**src/source/cart_pkg.sv**
```systemverilog
package cart_pkg;

    // Mapper selection carried by the cartridge descriptor
    typedef enum logic [3:0] {
        MAPPER_NONE        = 4'd0,
        MAPPER_ASCII16     = 4'd1,
        MAPPER_RTYPE       = 4'd2,
        MAPPER_MSXWRITE    = 4'd3,
        MAPPER_SUPERSWANGI = 4'd4,
        MAPPER_KONAMI      = 4'd5
    } mapper_typ_t;

    // Cartridge memory address covers ROM and save RAM
    localparam int MEM_ADDR_W  = 27;
    // ROM size is given in bytes
    localparam int ROM_SIZE_W  = 25;
    // SRAM size is given in kilobytes
    localparam int SRAM_SIZE_W = 16;

    // Save RAM storage inside the slot
    localparam int SRAM_DEPTH  = 8192;
    localparam int SRAM_ADDR_W = $clog2(SRAM_DEPTH);

    // Each cartridge id keeps its own bank registers
    localparam int NUM_IDS = 2;
    localparam int ID_W    = $clog2(NUM_IDS);

    // Bank value that maps save RAM into an ASCII16 page
    localparam logic [7:0] SRAM_BANK_CODE = 8'h10;
    // Address shown by a mapper that does not own the cycle
    localparam logic [MEM_ADDR_W-1:0] ADDR_IDLE = '1;
    // Above this size the save RAM decodes 13 address bits instead of 11
    localparam logic [SRAM_SIZE_W-1:0] SRAM_SMALL_KB = 16'd2;

    // ASCII16 family constants
    localparam logic [7:0]  A16_BANK_RST      = 8'h00;
    localparam logic [7:0]  RTYPE_FIXED_BANK  = 8'h0F;
    localparam logic [7:0]  RTYPE_MASK_HI     = 8'h17;
    localparam logic [7:0]  RTYPE_MASK_LO     = 8'h1F;
    localparam logic [15:0] MSXW_ALT_ADDR_LO  = 16'h6FFF;
    localparam logic [15:0] MSXW_ALT_ADDR_HI  = 16'h7FFF;
    localparam logic [15:0] SWANGI_BANK_ADDR  = 16'h8000;

    // Konami has four 8 KB pages, the first one fixed
    localparam int         KONAMI_BANKS      = 4;
    localparam logic [7:0] KONAMI_FIXED_BANK = 8'h00;

    // Mask for a ROM with count banks, a zero count stands for all 256
    function automatic logic [7:0] block_mask(input logic [7:0] count);
        return (count == 8'd0) ? 8'hFF : count - 8'd1;
    endfunction

    // Bank numbers below the bank count pass unchanged, larger ones wrap by the mask
    function automatic logic [7:0] bank_reduce(input logic [7:0] value,
                                               input logic [7:0] count);
        if (count == 8'd0 || value < count) begin
            return value;
        end
        return value & block_mask(count);
    endfunction

endpackage

```
**src/source/mapper_konami.sv**
```systemverilog
`timescale 1ns/1ps

module mapper_konami (
    input  logic                             cpu_bus,
    input  logic                             rst,
    input  logic [15:0]                      addr,
    input  logic [7:0]                       data_in,
    input  logic                             mreq,
    input  logic                             req,
    input  logic                             rd,
    input  logic                             wr,
    input  cart_pkg::mapper_typ_t            typ,
    input  logic [cart_pkg::ID_W-1:0]        block_id,
    input  logic [cart_pkg::ROM_SIZE_W-1:0]  rom_size,
    input  logic [cart_pkg::SRAM_SIZE_W-1:0] sram_size,
    output logic                             ram_cs,
    output logic                             sram_cs,
    output logic                             rnw,
    output logic [cart_pkg::MEM_ADDR_W-1:0]  mem_addr
);

    import cart_pkg::*;

    logic                  cs;
    logic [1:0]            page;
    logic [7:0]            nr_blocks;
    logic [7:0]            mask;
    logic                  bank_wr;
    logic [7:0]            bank_base;
    logic [7:0]            bank_q [NUM_IDS][1:KONAMI_BANKS-1];
    logic [MEM_ADDR_W-1:0] rom_addr;

    assign cs = (typ == MAPPER_KONAMI) && mreq && (addr[15] ^ addr[14]);

    // Page 0 starts at 4000, so bit 14 is inverted to number the pages from there
    assign page = {~addr[14], addr[13]};

    // Number of 8 KB banks in the ROM image
    assign nr_blocks = rom_size[20:13];
    assign mask      = block_mask(nr_blocks);

    // Writes anywhere in a switchable page set that page's bank
    assign bank_wr = cs && wr && req && (page != 2'd0);

    always_ff @(posedge cpu_bus) begin
        if (rst) begin
            // Banks start out mapped linearly
            for (int i = 0; i < NUM_IDS; i++) begin
                for (int j = 1; j < KONAMI_BANKS; j++) begin
                    bank_q[i][j] <= 8'(j);
                end
            end
        end else if (bank_wr) begin
            bank_q[block_id][page] <= data_in & mask;
        end
    end

    assign bank_base = (page == 2'd0) ? KONAMI_FIXED_BANK : bank_q[block_id][page];
    assign rom_addr  = MEM_ADDR_W'({bank_base, addr[12:0]});

    assign ram_cs   = cs && rd && (rom_addr < MEM_ADDR_W'(rom_size));
    // This board has no save RAM and never writes memory
    assign sram_cs  = 1'b0;
    assign rnw      = 1'b1;
    assign mem_addr = cs ? rom_addr : ADDR_IDLE;

    // The save RAM belongs to ASCII16 cartridges only
    assert property (@(posedge cpu_bus) disable iff (rst) !sram_cs)
        else $error("mapper_konami selected the save RAM");

    // A Konami descriptor with save RAM would leave that RAM unreachable
    assert property (@(posedge cpu_bus) disable iff (rst) cs |-> (sram_size == '0))
        else $error("Konami cartridge declares save RAM");

endmodule

```
**config.mk**
```make
export PLATFORM = sky130hd
export DESIGN_NAME = mapper_konami
export DESIGN_NICKNAME = d
export VERILOG_FILES = /design/src/source/cart_pkg.sv /design/src/source/mapper_konami.sv
export SDC_FILE = /design/constraint.sdc
export NUM_CORES = 1
export LEC_CHECK = 0
export ABC_CLOCK_PERIOD_IN_PS = 4490
export BUFFER_PORTS_ARGS = -buffer_cell sky130_fd_sc_hd__buf_2
export CORE_ASPECT_RATIO = 0.75
export CORE_MARGIN = 3
export CORE_UTILIZATION = 50
export DETAILED_ROUTE_END_ITERATION = 12
export PLACE_DENSITY = 0.8
export SLEW_MARGIN = 0
export SYNTH_ARGS = -nofsm -noshare
export SYNTH_HDL_FRONTEND = slang
export SYNTH_SLANG_ARGS = --single-unit
export TNS_END_PERCENT = 5
```
**constraint.sdc**
```tcl
create_clock -name cpu_bus -period 4.49 [get_ports cpu_bus]
set_clock_uncertainty 0.1 [all_clocks]
set_input_delay 0.898 -clock cpu_bus [delete_from_list [all_inputs] [get_ports cpu_bus]]
set_output_delay 0.898 -clock cpu_bus [all_outputs]
set_load 0.01 [all_outputs]
```
==> impl_results.md <==
* Status: finished, final reports clean
* Dpl ws at 0.117 ns
* Initial antenna violation count at 0
* Via count at 2,573
* Synthesized flop and latch total at 48
* IO Count at 106
* Core area at 5920 sq um
* Most Frequent Cell on Critical Path: nand4_1
* Initial core utilization at 52.5%
* RSZ-0062 raised after global routing: false
* Crit path buf inv count at 3
* Grt total ovfl at 0
* Hold Crit Endpoint: bank_q[1][16]$_SDFFCE_PN1P_
* Final slew viol count at 0
* Root Buffer: clkbuf_8
* Lkg Pwr at 1.49 nW
* Crit-path leading delay family: simple AND/OR/NAND/NOR gates
* Part of the power in registers at 55.5%
* DRC at 0
* Total power per unit cell area at 256 nW/um^2
* Sequential fraction of the synthesis area at 46.4%
* Crit-path cells: clkbuf_4, and2_1, buf_12, a211oi_1, a21oi_1, ha_1, nand4_1, nor4_1, a22oi_1, nand4_1, a31oi_1, buf_2
* Worst hold slack at 0.928 ns
* Clock slew at the register clock pins of the worst setup and hold paths at 0.08 ns
* Clock power share at 27.0%
* Gate power share at 17.5%
* Worst setup slack after layout at 0.216 ns
* Setup Total Neg Slack at 0 ns
* Die width at 97.0 um
* H-Tree Depth at 2
* Worst slew margin at 46.4%
* Hold bufs inserted after CTS at 0
* Syn_nets at 425
* Critical-path top delay cell: nor4_1
* Global-route wire length before repair at 11.5 mm
* Yosys cell types at 37
* GRT Max-Usage Layer: met2
* Initial DRC count at 158
* Final setup vio count at 0
* Via count of the first global-routing pass at 2,379
* Top reg by flops: bank_q
* Maximum clock frequency at 234 MHz
* Number of diodes at 0
* Port bufs at 87
* Layout fillers at 512
* Period utilization at 95.2%
* Post-Syn Area at 3100 sq um
* Max Cap Viol at 0
* GPL Wtd Cong at 0.813
* Largest net degree at the start of global routing at 24
* Maximum vdd drop at 0.000195 V
* Routed wire per std cell at 14.9 um
* Measured slew at the worst slew-check pin at 0.802 ns
* Hold/Removal Path Class: in -> reg
* DPL Wire Length at 5.77 mm
* EDFF count, synth at 48
* Met2 usage at 32.2%
* Worst Path Arrival at 3.28 ns
* Psw at 0.245 mW
* WP data required at 3.49 ns
* Max FO, Critical Path at 19
* Worst setup SP type: input pin
* Detail Route Antenna Nets at 0
* 1st-pass router iterations at 4
* Crit end category: output pin
* Number of buffers created by CTS at 5
* Avg Vias per Cell at 5.33
* Die H at 74.2 um
* Worst hold path startpoint: block_id
* Layout net count at 502
* CTS tree: done
* Max FFs per register at 48
* Max incr delay on CP at 0.40 ns
* GRT Util Overall at 20.2%
* Largest regs: bank_q: 48 flops
* Net Sw Frac at 26.2%
* Int Pwr at 0.689 mW
* M3 GR Usage at 4.03%
* Post-Syn Instances at 327
* Layout cell share with drive strength beyond 1 at 25.2%
* Final hold viol count at 0
* Crit Path Category: in -> out
* Fraction of registers with async set or reset after synthesis at 0%
* CTS sink cnt at 48
* Clock tree buffer depth at 2
* Rows at 24
* Synth Warn # at 0
* Tmin final at 4.27 ns
* Area grow syn2layout at 17.7%
* Avg Inst Size Synth at 9.49 sq um
* Final WL at 7.20 mm
* Die Area at 7200 sq um
* Top FF cell, synth: edfxtp_1
* Min-Delay Path Depth at 2
* Met1 usage at 29.0%
[cell families (layout without fill, tap and decap cells)]
| kind of cell | after synthesis | after routing | share of synthesized area (%) |
|---|---|---|---|
| fa+ha+maj | 22 | 22 | 8.87 |
| flops | 48 | 48 | 46.4 |
| simple gates | 137 | 137 | 21.3 |
| xor+xnor | 1 | 1 | 0.282 |
| compound gates | 56 | 56 | 10.6 |
| mux | 17 | 17 | 5.48 |
| buf+inv | 44 | 122 | 6.77 |
| other cells | 2 | 2 | 0.242 |
[placed cells by master (no fill, tap or decap), types with 9 or more instances in the layout]
master	count
buf_2	86
nor2_1	58
edfxtp_1	48
a21oi_1	30
nand2b_1	28
inv_1	22
nand2_1	22
ha_1	22
mux2i_1	17
o21ai_0	9
[per-stage QoR]
stage / total power, mW / std cells / utilization [%] / area (sq um)
after floorplan: 0.629 / 327 / - / 3100
after global placement: 0.684 / 475 / 60.3 / 3560
after detailed placement: 0.692 / 475 / 60.3 / 3560
after CTS: 0.936 / 483 / 61.7 / 3650
after global routing: 0.978 / 483 / 61.8 / 3650
final: 0.935 / 483 / 61.8 / 3650
[power by group through the flow]
stage               clock network, mW  logic (mW)  registers (mW)
global placement                    0       0.156           0.528
CTS                             0.253       0.164           0.519
detailed placement                  0       0.163           0.529
finish                          0.252       0.164           0.519
global route                    0.272       0.185           0.521
floorplan                           0       0.102           0.527
[what timing repair did]
action,4_1_cts,5_1_grt
resized for setup,0,1
buffers inserted,0,0
endpoints found under the setup margin,0,1
[layer usage]
layer  vias to the layer above  wire (um)
met1                      1198       3180
met3                         8        608
met5                         -          0
met4                         0         53
li1                       1285          -
met2                        82       3360
[worst max-delay path by stage]
stage,from,to,cells past startpoint
4_1_cts,addr[13],ram_cs,12
6_report,addr[13],ram_cs,12
5_1_grt,addr[13],ram_cs,12
2_1_floorplan,addr[13],ram_cs,12
3_3_place_gp,addr[13],ram_cs,12
3_5_place_dp,addr[13],ram_cs,12
[synthesized netlist by cell type, types with 2 or more instances]
cell	number	area, sq um
a21oi_1	30	150
nand2b_1	28	175
buf_4	8	60.1
nor3_1	2	10.0
nor4_1	2	12.5
nand3_1	7	35.0
nand4_1	2	12.5
o21ai_0	9	45.0
nor2b_1	2	12.5
clkbuf_1	7	26.3
inv_1	22	82.6
or3_1	2	12.5
o221ai_1	2	17.5
ha_1	22	275
buf_2	6	30.0
conb_1	2	7.51
nand3b_1	2	15.0
or2b_1	5	37.5
nand2_1	22	82.6
mux2i_1	17	170
a211oi_1	8	60.1
edfxtp_1	48	1440
nor2_1	58	218
[cell type report]
cell class	count	area [sq um]	share of cell area (%)
Tap cell	78	97.6	2.67
Multi-Input combinational cell	235	1460	39.9
Clock buffer	5	68.8	1.88
Timing Repair Buffer	92	488	13.4
Clock inverter	3	18.8	0.514
Inverter	22	82.6	2.26
Sequential cell	48	1440	39.4
(Power assumes the default switching activity.)
