===== src/source/cart_pkg.sv =====
package cart_pkg;

    // Mapper selection carried by the cartridge descriptor
    typedef enum logic [3:0] {
        MAPPER_NONE        = 4'd0,
        MAPPER_ASCII16     = 4'd1,
        MAPPER_RTYPE       = 4'd2,
        MAPPER_MSXWRITE    = 4'd3,
        MAPPER_SUPERSWANGI = 4'd4,
        MAPPER_KONAMI      = 4'd5
    } mapper_typ_t;

    // Cartridge memory address covers ROM and save RAM
    localparam int MEM_ADDR_W  = 27;
    // ROM size is given in bytes
    localparam int ROM_SIZE_W  = 25;
    // SRAM size is given in kilobytes
    localparam int SRAM_SIZE_W = 16;

    // Save RAM storage inside the slot
    localparam int SRAM_DEPTH  = 8192;
    localparam int SRAM_ADDR_W = $clog2(SRAM_DEPTH);

    // Each cartridge id keeps its own bank registers
    localparam int NUM_IDS = 2;
    localparam int ID_W    = $clog2(NUM_IDS);

    // Bank value that maps save RAM into an ASCII16 page
    localparam logic [7:0] SRAM_BANK_CODE = 8'h10;
    // Address shown by a mapper that does not own the cycle
    localparam logic [MEM_ADDR_W-1:0] ADDR_IDLE = '1;
    // Above this size the save RAM decodes 13 address bits instead of 11
    localparam logic [SRAM_SIZE_W-1:0] SRAM_SMALL_KB = 16'd2;

    // ASCII16 family constants
    localparam logic [7:0]  A16_BANK_RST      = 8'h00;
    localparam logic [7:0]  RTYPE_FIXED_BANK  = 8'h0F;
    localparam logic [7:0]  RTYPE_MASK_HI     = 8'h17;
    localparam logic [7:0]  RTYPE_MASK_LO     = 8'h1F;
    localparam logic [15:0] MSXW_ALT_ADDR_LO  = 16'h6FFF;
    localparam logic [15:0] MSXW_ALT_ADDR_HI  = 16'h7FFF;
    localparam logic [15:0] SWANGI_BANK_ADDR  = 16'h8000;

    // Konami has four 8 KB pages, the first one fixed
    localparam int         KONAMI_BANKS      = 4;
    localparam logic [7:0] KONAMI_FIXED_BANK = 8'h00;

    // Mask for a ROM with count banks, a zero count stands for all 256
    function automatic logic [7:0] block_mask(input logic [7:0] count);
        return (count == 8'd0) ? 8'hFF : count - 8'd1;
    endfunction

    // Bank numbers below the bank count pass unchanged, larger ones wrap by the mask
    function automatic logic [7:0] bank_reduce(input logic [7:0] value,
                                               input logic [7:0] count);
        if (count == 8'd0 || value < count) begin
            return value;
        end
        return value & block_mask(count);
    endfunction

endpackage


===== src/source/mapper_ascii16.sv =====
`timescale 1ns/1ps

module mapper_ascii16 (
    input  logic                             cpu_bus,
    input  logic                             rst,
    input  logic [15:0]                      addr,
    input  logic [7:0]                       data_in,
    input  logic                             mreq,
    input  logic                             req,
    input  logic                             rd,
    input  logic                             wr,
    input  cart_pkg::mapper_typ_t            typ,
    input  logic [cart_pkg::ID_W-1:0]        block_id,
    input  logic [cart_pkg::ROM_SIZE_W-1:0]  rom_size,
    input  logic [cart_pkg::SRAM_SIZE_W-1:0] sram_size,
    output logic                             ram_cs,
    output logic                             sram_cs,
    output logic                             rnw,
    output logic [cart_pkg::MEM_ADDR_W-1:0]  mem_addr
);

    import cart_pkg::*;

    logic                  family;
    logic                  mapped;
    logic                  cs;
    logic                  sram_exists;
    logic [7:0]            nr_blocks;
    logic [7:0]            plain_bank;
    logic                  match_wr;
    logic                  bank_sel;
    logic [7:0]            bank_data;
    logic                  sram_code;
    logic [7:0]            bank_base;
    logic                  bank_wr;
    logic [7:0]            bank_q    [NUM_IDS][2];
    logic                  sram_en_q [NUM_IDS][2];
    logic                  sram_en;
    logic [MEM_ADDR_W-1:0] rom_addr;
    logic [MEM_ADDR_W-1:0] sram_addr;
    logic                  rom_hit;

    // The four variants share one datapath and differ only in write decode
    assign family = typ inside {MAPPER_ASCII16, MAPPER_RTYPE, MAPPER_MSXWRITE,
                                MAPPER_SUPERSWANGI};
    // Only the two middle pages 4000-BFFF belong to the cartridge
    assign mapped = addr[15] ^ addr[14];
    assign cs     = family && mapped && mreq;

    assign sram_exists = (sram_size != '0);
    // Number of 16 KB banks in the ROM image
    assign nr_blocks  = rom_size[21:14];
    assign plain_bank = bank_reduce(data_in, nr_blocks);

    // Per-variant write window, bank value and page lookup
    always_comb begin
        match_wr  = 1'b0;
        bank_sel  = addr[12];
        bank_data = plain_bank;
        sram_code = 1'b0;
        bank_base = bank_q[block_id][addr[15]];
        case (typ)
            MAPPER_ASCII16: begin
                // 6000-67FF feeds the lower page and 7000-77FF the upper page
                match_wr  = (addr[15:11] == 5'b01100) || (addr[15:11] == 5'b01110);
                sram_code = (data_in == SRAM_BANK_CODE) && sram_exists;
            end
            MAPPER_RTYPE: begin
                // Only the upper page switches, the lower page stays at bank 0Fh
                match_wr  = (addr[15:12] == 4'b0111);
                bank_sel  = 1'b1;
                bank_data = data_in & (data_in[4] ? RTYPE_MASK_HI : RTYPE_MASK_LO);
                bank_base = addr[15] ? bank_q[block_id][1] : RTYPE_FIXED_BANK;
            end
            MAPPER_MSXWRITE: begin
                // Same windows as ASCII16 plus the two mirrors used by the game
                match_wr = (addr[15:11] == 5'b01100) || (addr[15:11] == 5'b01110)
                        || (addr == MSXW_ALT_ADDR_LO) || (addr == MSXW_ALT_ADDR_HI);
            end
            MAPPER_SUPERSWANGI: begin
                // A single register at 8000 holds twice the bank number
                match_wr  = (addr == SWANGI_BANK_ADDR);
                bank_sel  = 1'b1;
                bank_data = bank_reduce({1'b0, data_in[7:1]}, nr_blocks);
            end
            default: begin
                match_wr = 1'b0;
            end
        endcase
    end

    // A bank register is written once per CPU write cycle, on the req pulse
    assign bank_wr = cs && wr && req && match_wr;

    always_ff @(posedge cpu_bus) begin
        if (rst) begin
            for (int i = 0; i < NUM_IDS; i++) begin
                for (int j = 0; j < 2; j++) begin
                    bank_q[i][j]    <= A16_BANK_RST;
                    sram_en_q[i][j] <= 1'b0;
                end
            end
        end else if (bank_wr) begin
            // The SRAM code maps save RAM and leaves the ROM bank untouched
            sram_en_q[block_id][bank_sel] <= sram_code;
            if (!sram_code) begin
                bank_q[block_id][bank_sel] <= bank_data;
            end
        end
    end

    // Save RAM only exists on plain ASCII16 cartridges that declare some
    assign sram_en = sram_en_q[block_id][addr[15]] && (typ == MAPPER_ASCII16) && sram_exists;

    // Small save RAMs mirror every 2 KB
    assign sram_addr = (sram_size > SRAM_SMALL_KB) ? MEM_ADDR_W'(addr[12:0])
                                                   : MEM_ADDR_W'(addr[10:0]);

    assign rom_addr = MEM_ADDR_W'({bank_base, addr[13:0]});
    // Reads beyond the end of the image see no ROM
    assign rom_hit  = (rom_addr < MEM_ADDR_W'(rom_size));

    assign sram_cs  = cs && sram_en && (rd || wr);
    assign ram_cs   = cs && rom_hit && !sram_en && rd;
    // Save RAM writes are only accepted in the upper page
    assign rnw      = !(sram_cs && wr && addr[15]);
    assign mem_addr = cs ? (sram_en ? sram_addr : rom_addr) : ADDR_IDLE;

    // ROM and save RAM share the memory address and must never both be selected
    assert property (@(posedge cpu_bus) disable iff (rst) !(ram_cs && sram_cs))
        else $error("mapper_ascii16 selects ROM and SRAM together");

    // An idle mapper must stay neutral for the merge in cart_sram
    assert property (@(posedge cpu_bus) disable iff (rst)
        !cs |-> (mem_addr == ADDR_IDLE && !ram_cs && !sram_cs && rnw))
        else $error("mapper_ascii16 drives the bus while not selected");

endmodule


===== config.mk =====
export PLATFORM = sky130hd
export DESIGN_NAME = mapper_ascii16
export DESIGN_NICKNAME = d
export VERILOG_FILES = /design/src/source/cart_pkg.sv /design/src/source/mapper_ascii16.sv
export SDC_FILE = /design/constraint.sdc
export NUM_CORES = 1
export LEC_CHECK = 0
export BUFFER_PORTS_ARGS = -buffer_cell sky130_fd_sc_hd__buf_4
export CORE_ASPECT_RATIO = 1.25
export CORE_MARGIN = 3
export CORE_UTILIZATION = 40
export DETAILED_ROUTE_END_ITERATION = 8
export PLACE_DENSITY = 0.67
export SYNTH_ARGS = -nofsm -noshare
export SYNTH_HDL_FRONTEND = slang
export SYNTH_SLANG_ARGS = --single-unit

===== constraint.sdc =====
create_clock -name cpu_bus -period 3.75 [get_ports cpu_bus]
set_input_delay 0.75 -clock cpu_bus [delete_from_list [all_inputs] [get_ports cpu_bus]]
set_output_delay 0.75 -clock cpu_bus [all_outputs]
set_load 0.01 [all_outputs]

==> summary.md <==
| Metric | Value |
|---|---|
| Critical Path AT | `2.90 ns` |
| Seq/Total Area, Yosys | `31.64%` |
| FFs w/ async S/R, synth | `0%` |
| Final nets | `617` |
| Clock Sinks | `36` |
| Syn_nets | `498` |
| Max FO, Critical Path | `6` |
| Ant. Diodes | `0` |
| CP Class | `primary input to output pin` |
| Iter 0 DRT Violations | `165` |
| Mapped Cells | `384` |
| Detailed Route WL | `11.65 mm` |
| Post-route DRC | `0` |
| Pwr Density | `239.3 nW/um^2` |
| Die Span Y | `109.3 um` |
| Post-DRT Antenna Nets | `0` |
| Worst hold path depth | `2` |
| Initial antenna violation count | `0` |
| Routed vias/inst | `5.918` |
| Critical path data required time | `3.00 ns` |
| Max VDD drop | `0.0001552 V` |
| Mean area per synthesized cell | `8.899 um^2` |
| Die footprint | `9695 um^2` |
| Share of cells above drive strength 1 | `33.73%` |
| I/O pin cnt | `106` |
| DP HPWL | `9.062 mm` |
| Largest net degree at the start of global routing | `20` |
| Least-Margin Pin Slew | `0.8603 ns` |
| Hold Violations, Final | `0` |
| Fin cells | `601` |
| Max cap viols | `0` |
| Num CTS Buffers | `5` |
| First-pass GRT wire length | `17.27 mm` |
| Routed via count | `3,557` |
| Yosys warns | `0` |
| Reg clk slew, reported paths | `0.07 ns` |
| Final Instance Area | `4609 um^2` |
| Cells after DPL | `588` |
| Slew margin rel. | `41.74%` |
| CTS tree | `done` |
| Count of cell types in the netlist | `49` |
| Final worst-path cycle share | `97.26%` |
| Initial core utilization | `41.24%` |
| GP Congestion | `0.9800` |
| Die Wd | `88.67 um` |
| Vias in the first global route | `3,353` |
| Top_reg_cell synth | `edfxtp_1` |
| RSZ-0062 raised after global routing | `false` |
| CP endpoint kind | `output pin` |
| Avg WL per Cell | `19.39 um` |
| Final Setup Violations | `0` |
| CTS max path bufs | `2` |
| Clock Tree Root | `clkbuf_8` |
| Max-slew violations | `0` |
| Htree depth | `2` |
| Multi-input gate area | `2208 um^2` |
| P_leak | `1.929 nW` |
| Fill count | `755` |
| IO buf count | `105` |
| Max Fclk | `0.2742 GHz` |
| Hold crit path type | `primary input to flop` |
| Yosys reg bits | `36` |
| Final core utilization | `55.62%` |
| First-pass iteration count of the detailed router | `5` |
| # rows | `37` |
| EDFF count, synth | `36` |
| Total power | `0.001103 W` |
| Synth Cell Area | `3417 um^2` |
| Hold-fix buffer count after cts | `0` |
| Setup TNS | `0 ns` |
| Post-DP Area | `4383 um^2` |
| GRT Overall Usage | `23.39%` |
| Sequential cell area | `1081 um^2` |
| Minimum clock period | `3.647 ns` |
| Startpoint types | `primary input` |
| Syn-to-layout area delta | `34.90%` |
| Area of the core | `8287 um^2` |
| Status | `finished clean` |
| GR Overflow Total | `0` |
-- cell families after synthesis --
| logic type | Yosys count | share of synthesized area, % |
|---|---|---|
| buffers and inverters | 51 | 6.591 |
| XOR/XNOR | 3 | 0.7691 |
| AND/OR/NAND/NOR | 150 | 24.86 |
| adder cells (fa/ha/maj) | 38 | 13.91 |
| AO/OA/AOI/OAI | 91 | 17.47 |
| flip-flops | 36 | 31.64 |
| multiplexers | 15 | 4.760 |
-- synth_stat cells (all sizes together) (3+ instances only) --
| library cell | instances | share of area [%] |
|---|---|---|
| nor4b | 4 | 1.2 |
| o211ai | 3 | 0.66 |
| mux2i | 14 | 4.1 |
| nor3 | 27 | 4.7 |
| nand4 | 19 | 3.5 |
| nor4 | 9 | 1.6 |
| a31o | 4 | 1.0 |
| nand2b | 16 | 2.9 |
| ha | 38 | 14 |
| nand2 | 16 | 1.8 |
| or3 | 8 | 1.5 |
| nor2b | 3 | 0.55 |
| nor2 | 27 | 3.2 |
| and2 | 5 | 0.92 |
| nand3 | 5 | 0.73 |
| edfxtp | 36 | 32 |
| or2 | 4 | 0.73 |
| a211oi | 11 | 2.4 |
| buf | 9 | 2.0 |
| o21ai | 28 | 4.1 |
| a31oi | 5 | 0.92 |
| inv | 31 | 3.4 |
| o21a | 4 | 0.88 |
| a2111oi | 5 | 1.3 |
| a21oi | 12 | 1.8 |
| a21o | 10 | 2.2 |
| clkbuf | 11 | 1.2 |
-- per-layer routing --
metal | track usage (%) | routed length (um) | up-vias
li1 | - | - | 1687
met1 | 27.56 | 4419 | 1672
met2 | 42.62 | 5907 | 177
met3 | 4.648 | 1124 | 21
met4 | 6.156 | 203 | 0
met5 | 0 | 0 | -
-- stage by stage --
stage / hold slack (ns) / setup slack, ns
finish: 0.8020 / 0.1028
global route: 0.8016 / 0.02260
CTS: 0.7945 / 0.008195
detailed placement: 1.094 / -0.05964
global placement: 1.089 / -0.01320
floorplan: 0.9468 / 0.06618
-- cell usage in the layout, fill, tap and decap left out, types with 5 or more instances in the layout --
cell	instances
nand2b_1	16
mux2i_1	14
ha_1	37
a21o_1	10
nor3_2	5
clkbuf_8	5
nand2_1	16
nor4_1	9
nor3_1	22
or3_1	6
buf_4	129
and2_1	5
edfxtp_1	36
nand4_1	19
nor2_1	24
inv_1	31
nand3_1	5
a211oi_1	11
a31oi_1	5
a21oi_1	9
o21ai_0	25
-- layout make-up --
| class | instances | share of cell area, % |
|---|---|---|
| Inverter | 31 | 2.524 |
| Sequential cell | 36 | 23.45 |
| Multi-Input combinational cell | 297 | 47.91 |
| Tap cell | 97 | 2.633 |
| Timing Repair Buffer | 132 | 21.74 |
| Clock inverter | 1 | 0.08143 |
| Clock buffer | 7 | 1.656 |
-- worst max-delay path, cell delays in order --
cell and delay [ns]:
buf_4 0.12, nor4b_4 0.34, buf_6 0.19, or3_4 0.14, o21ai_4 0.07, ha_4 0.28, a21oi_2 0.04, nor2b_1 0.10
o211ai_1 0.12, a2111oi_2 0.38, nor3_1 0.09, o21a_1 0.14, buf_6 0.12
-- flip-flops by register name, indices dropped and copies added, names as in the netlist --
signal / cells
bank_q: 32
sram_en_q: 4
-- power breakdown --
part	internal, W	switching, W
combinational	0.000173	0.000200
clock	0.000129	0.000132
sequential	0.000461	0.00000633
-- repair_timing --
item	4_1_cts	5_1_grt
setup buffers	0	4
pin swaps	0	10
resized for setup	2	29
gates cloned	0	1
endpoints found under the setup margin	1	1
-- path summary, 6_finish.rpt --
path               start                            end  slack [ns]
setup / recovery  typ[0]                         ram_cs        0.10
hold / removal       rst  sram_en_q[0][0]$_SDFFCE_PN0P_        0.80
Power figures use the tool's default switching activity.
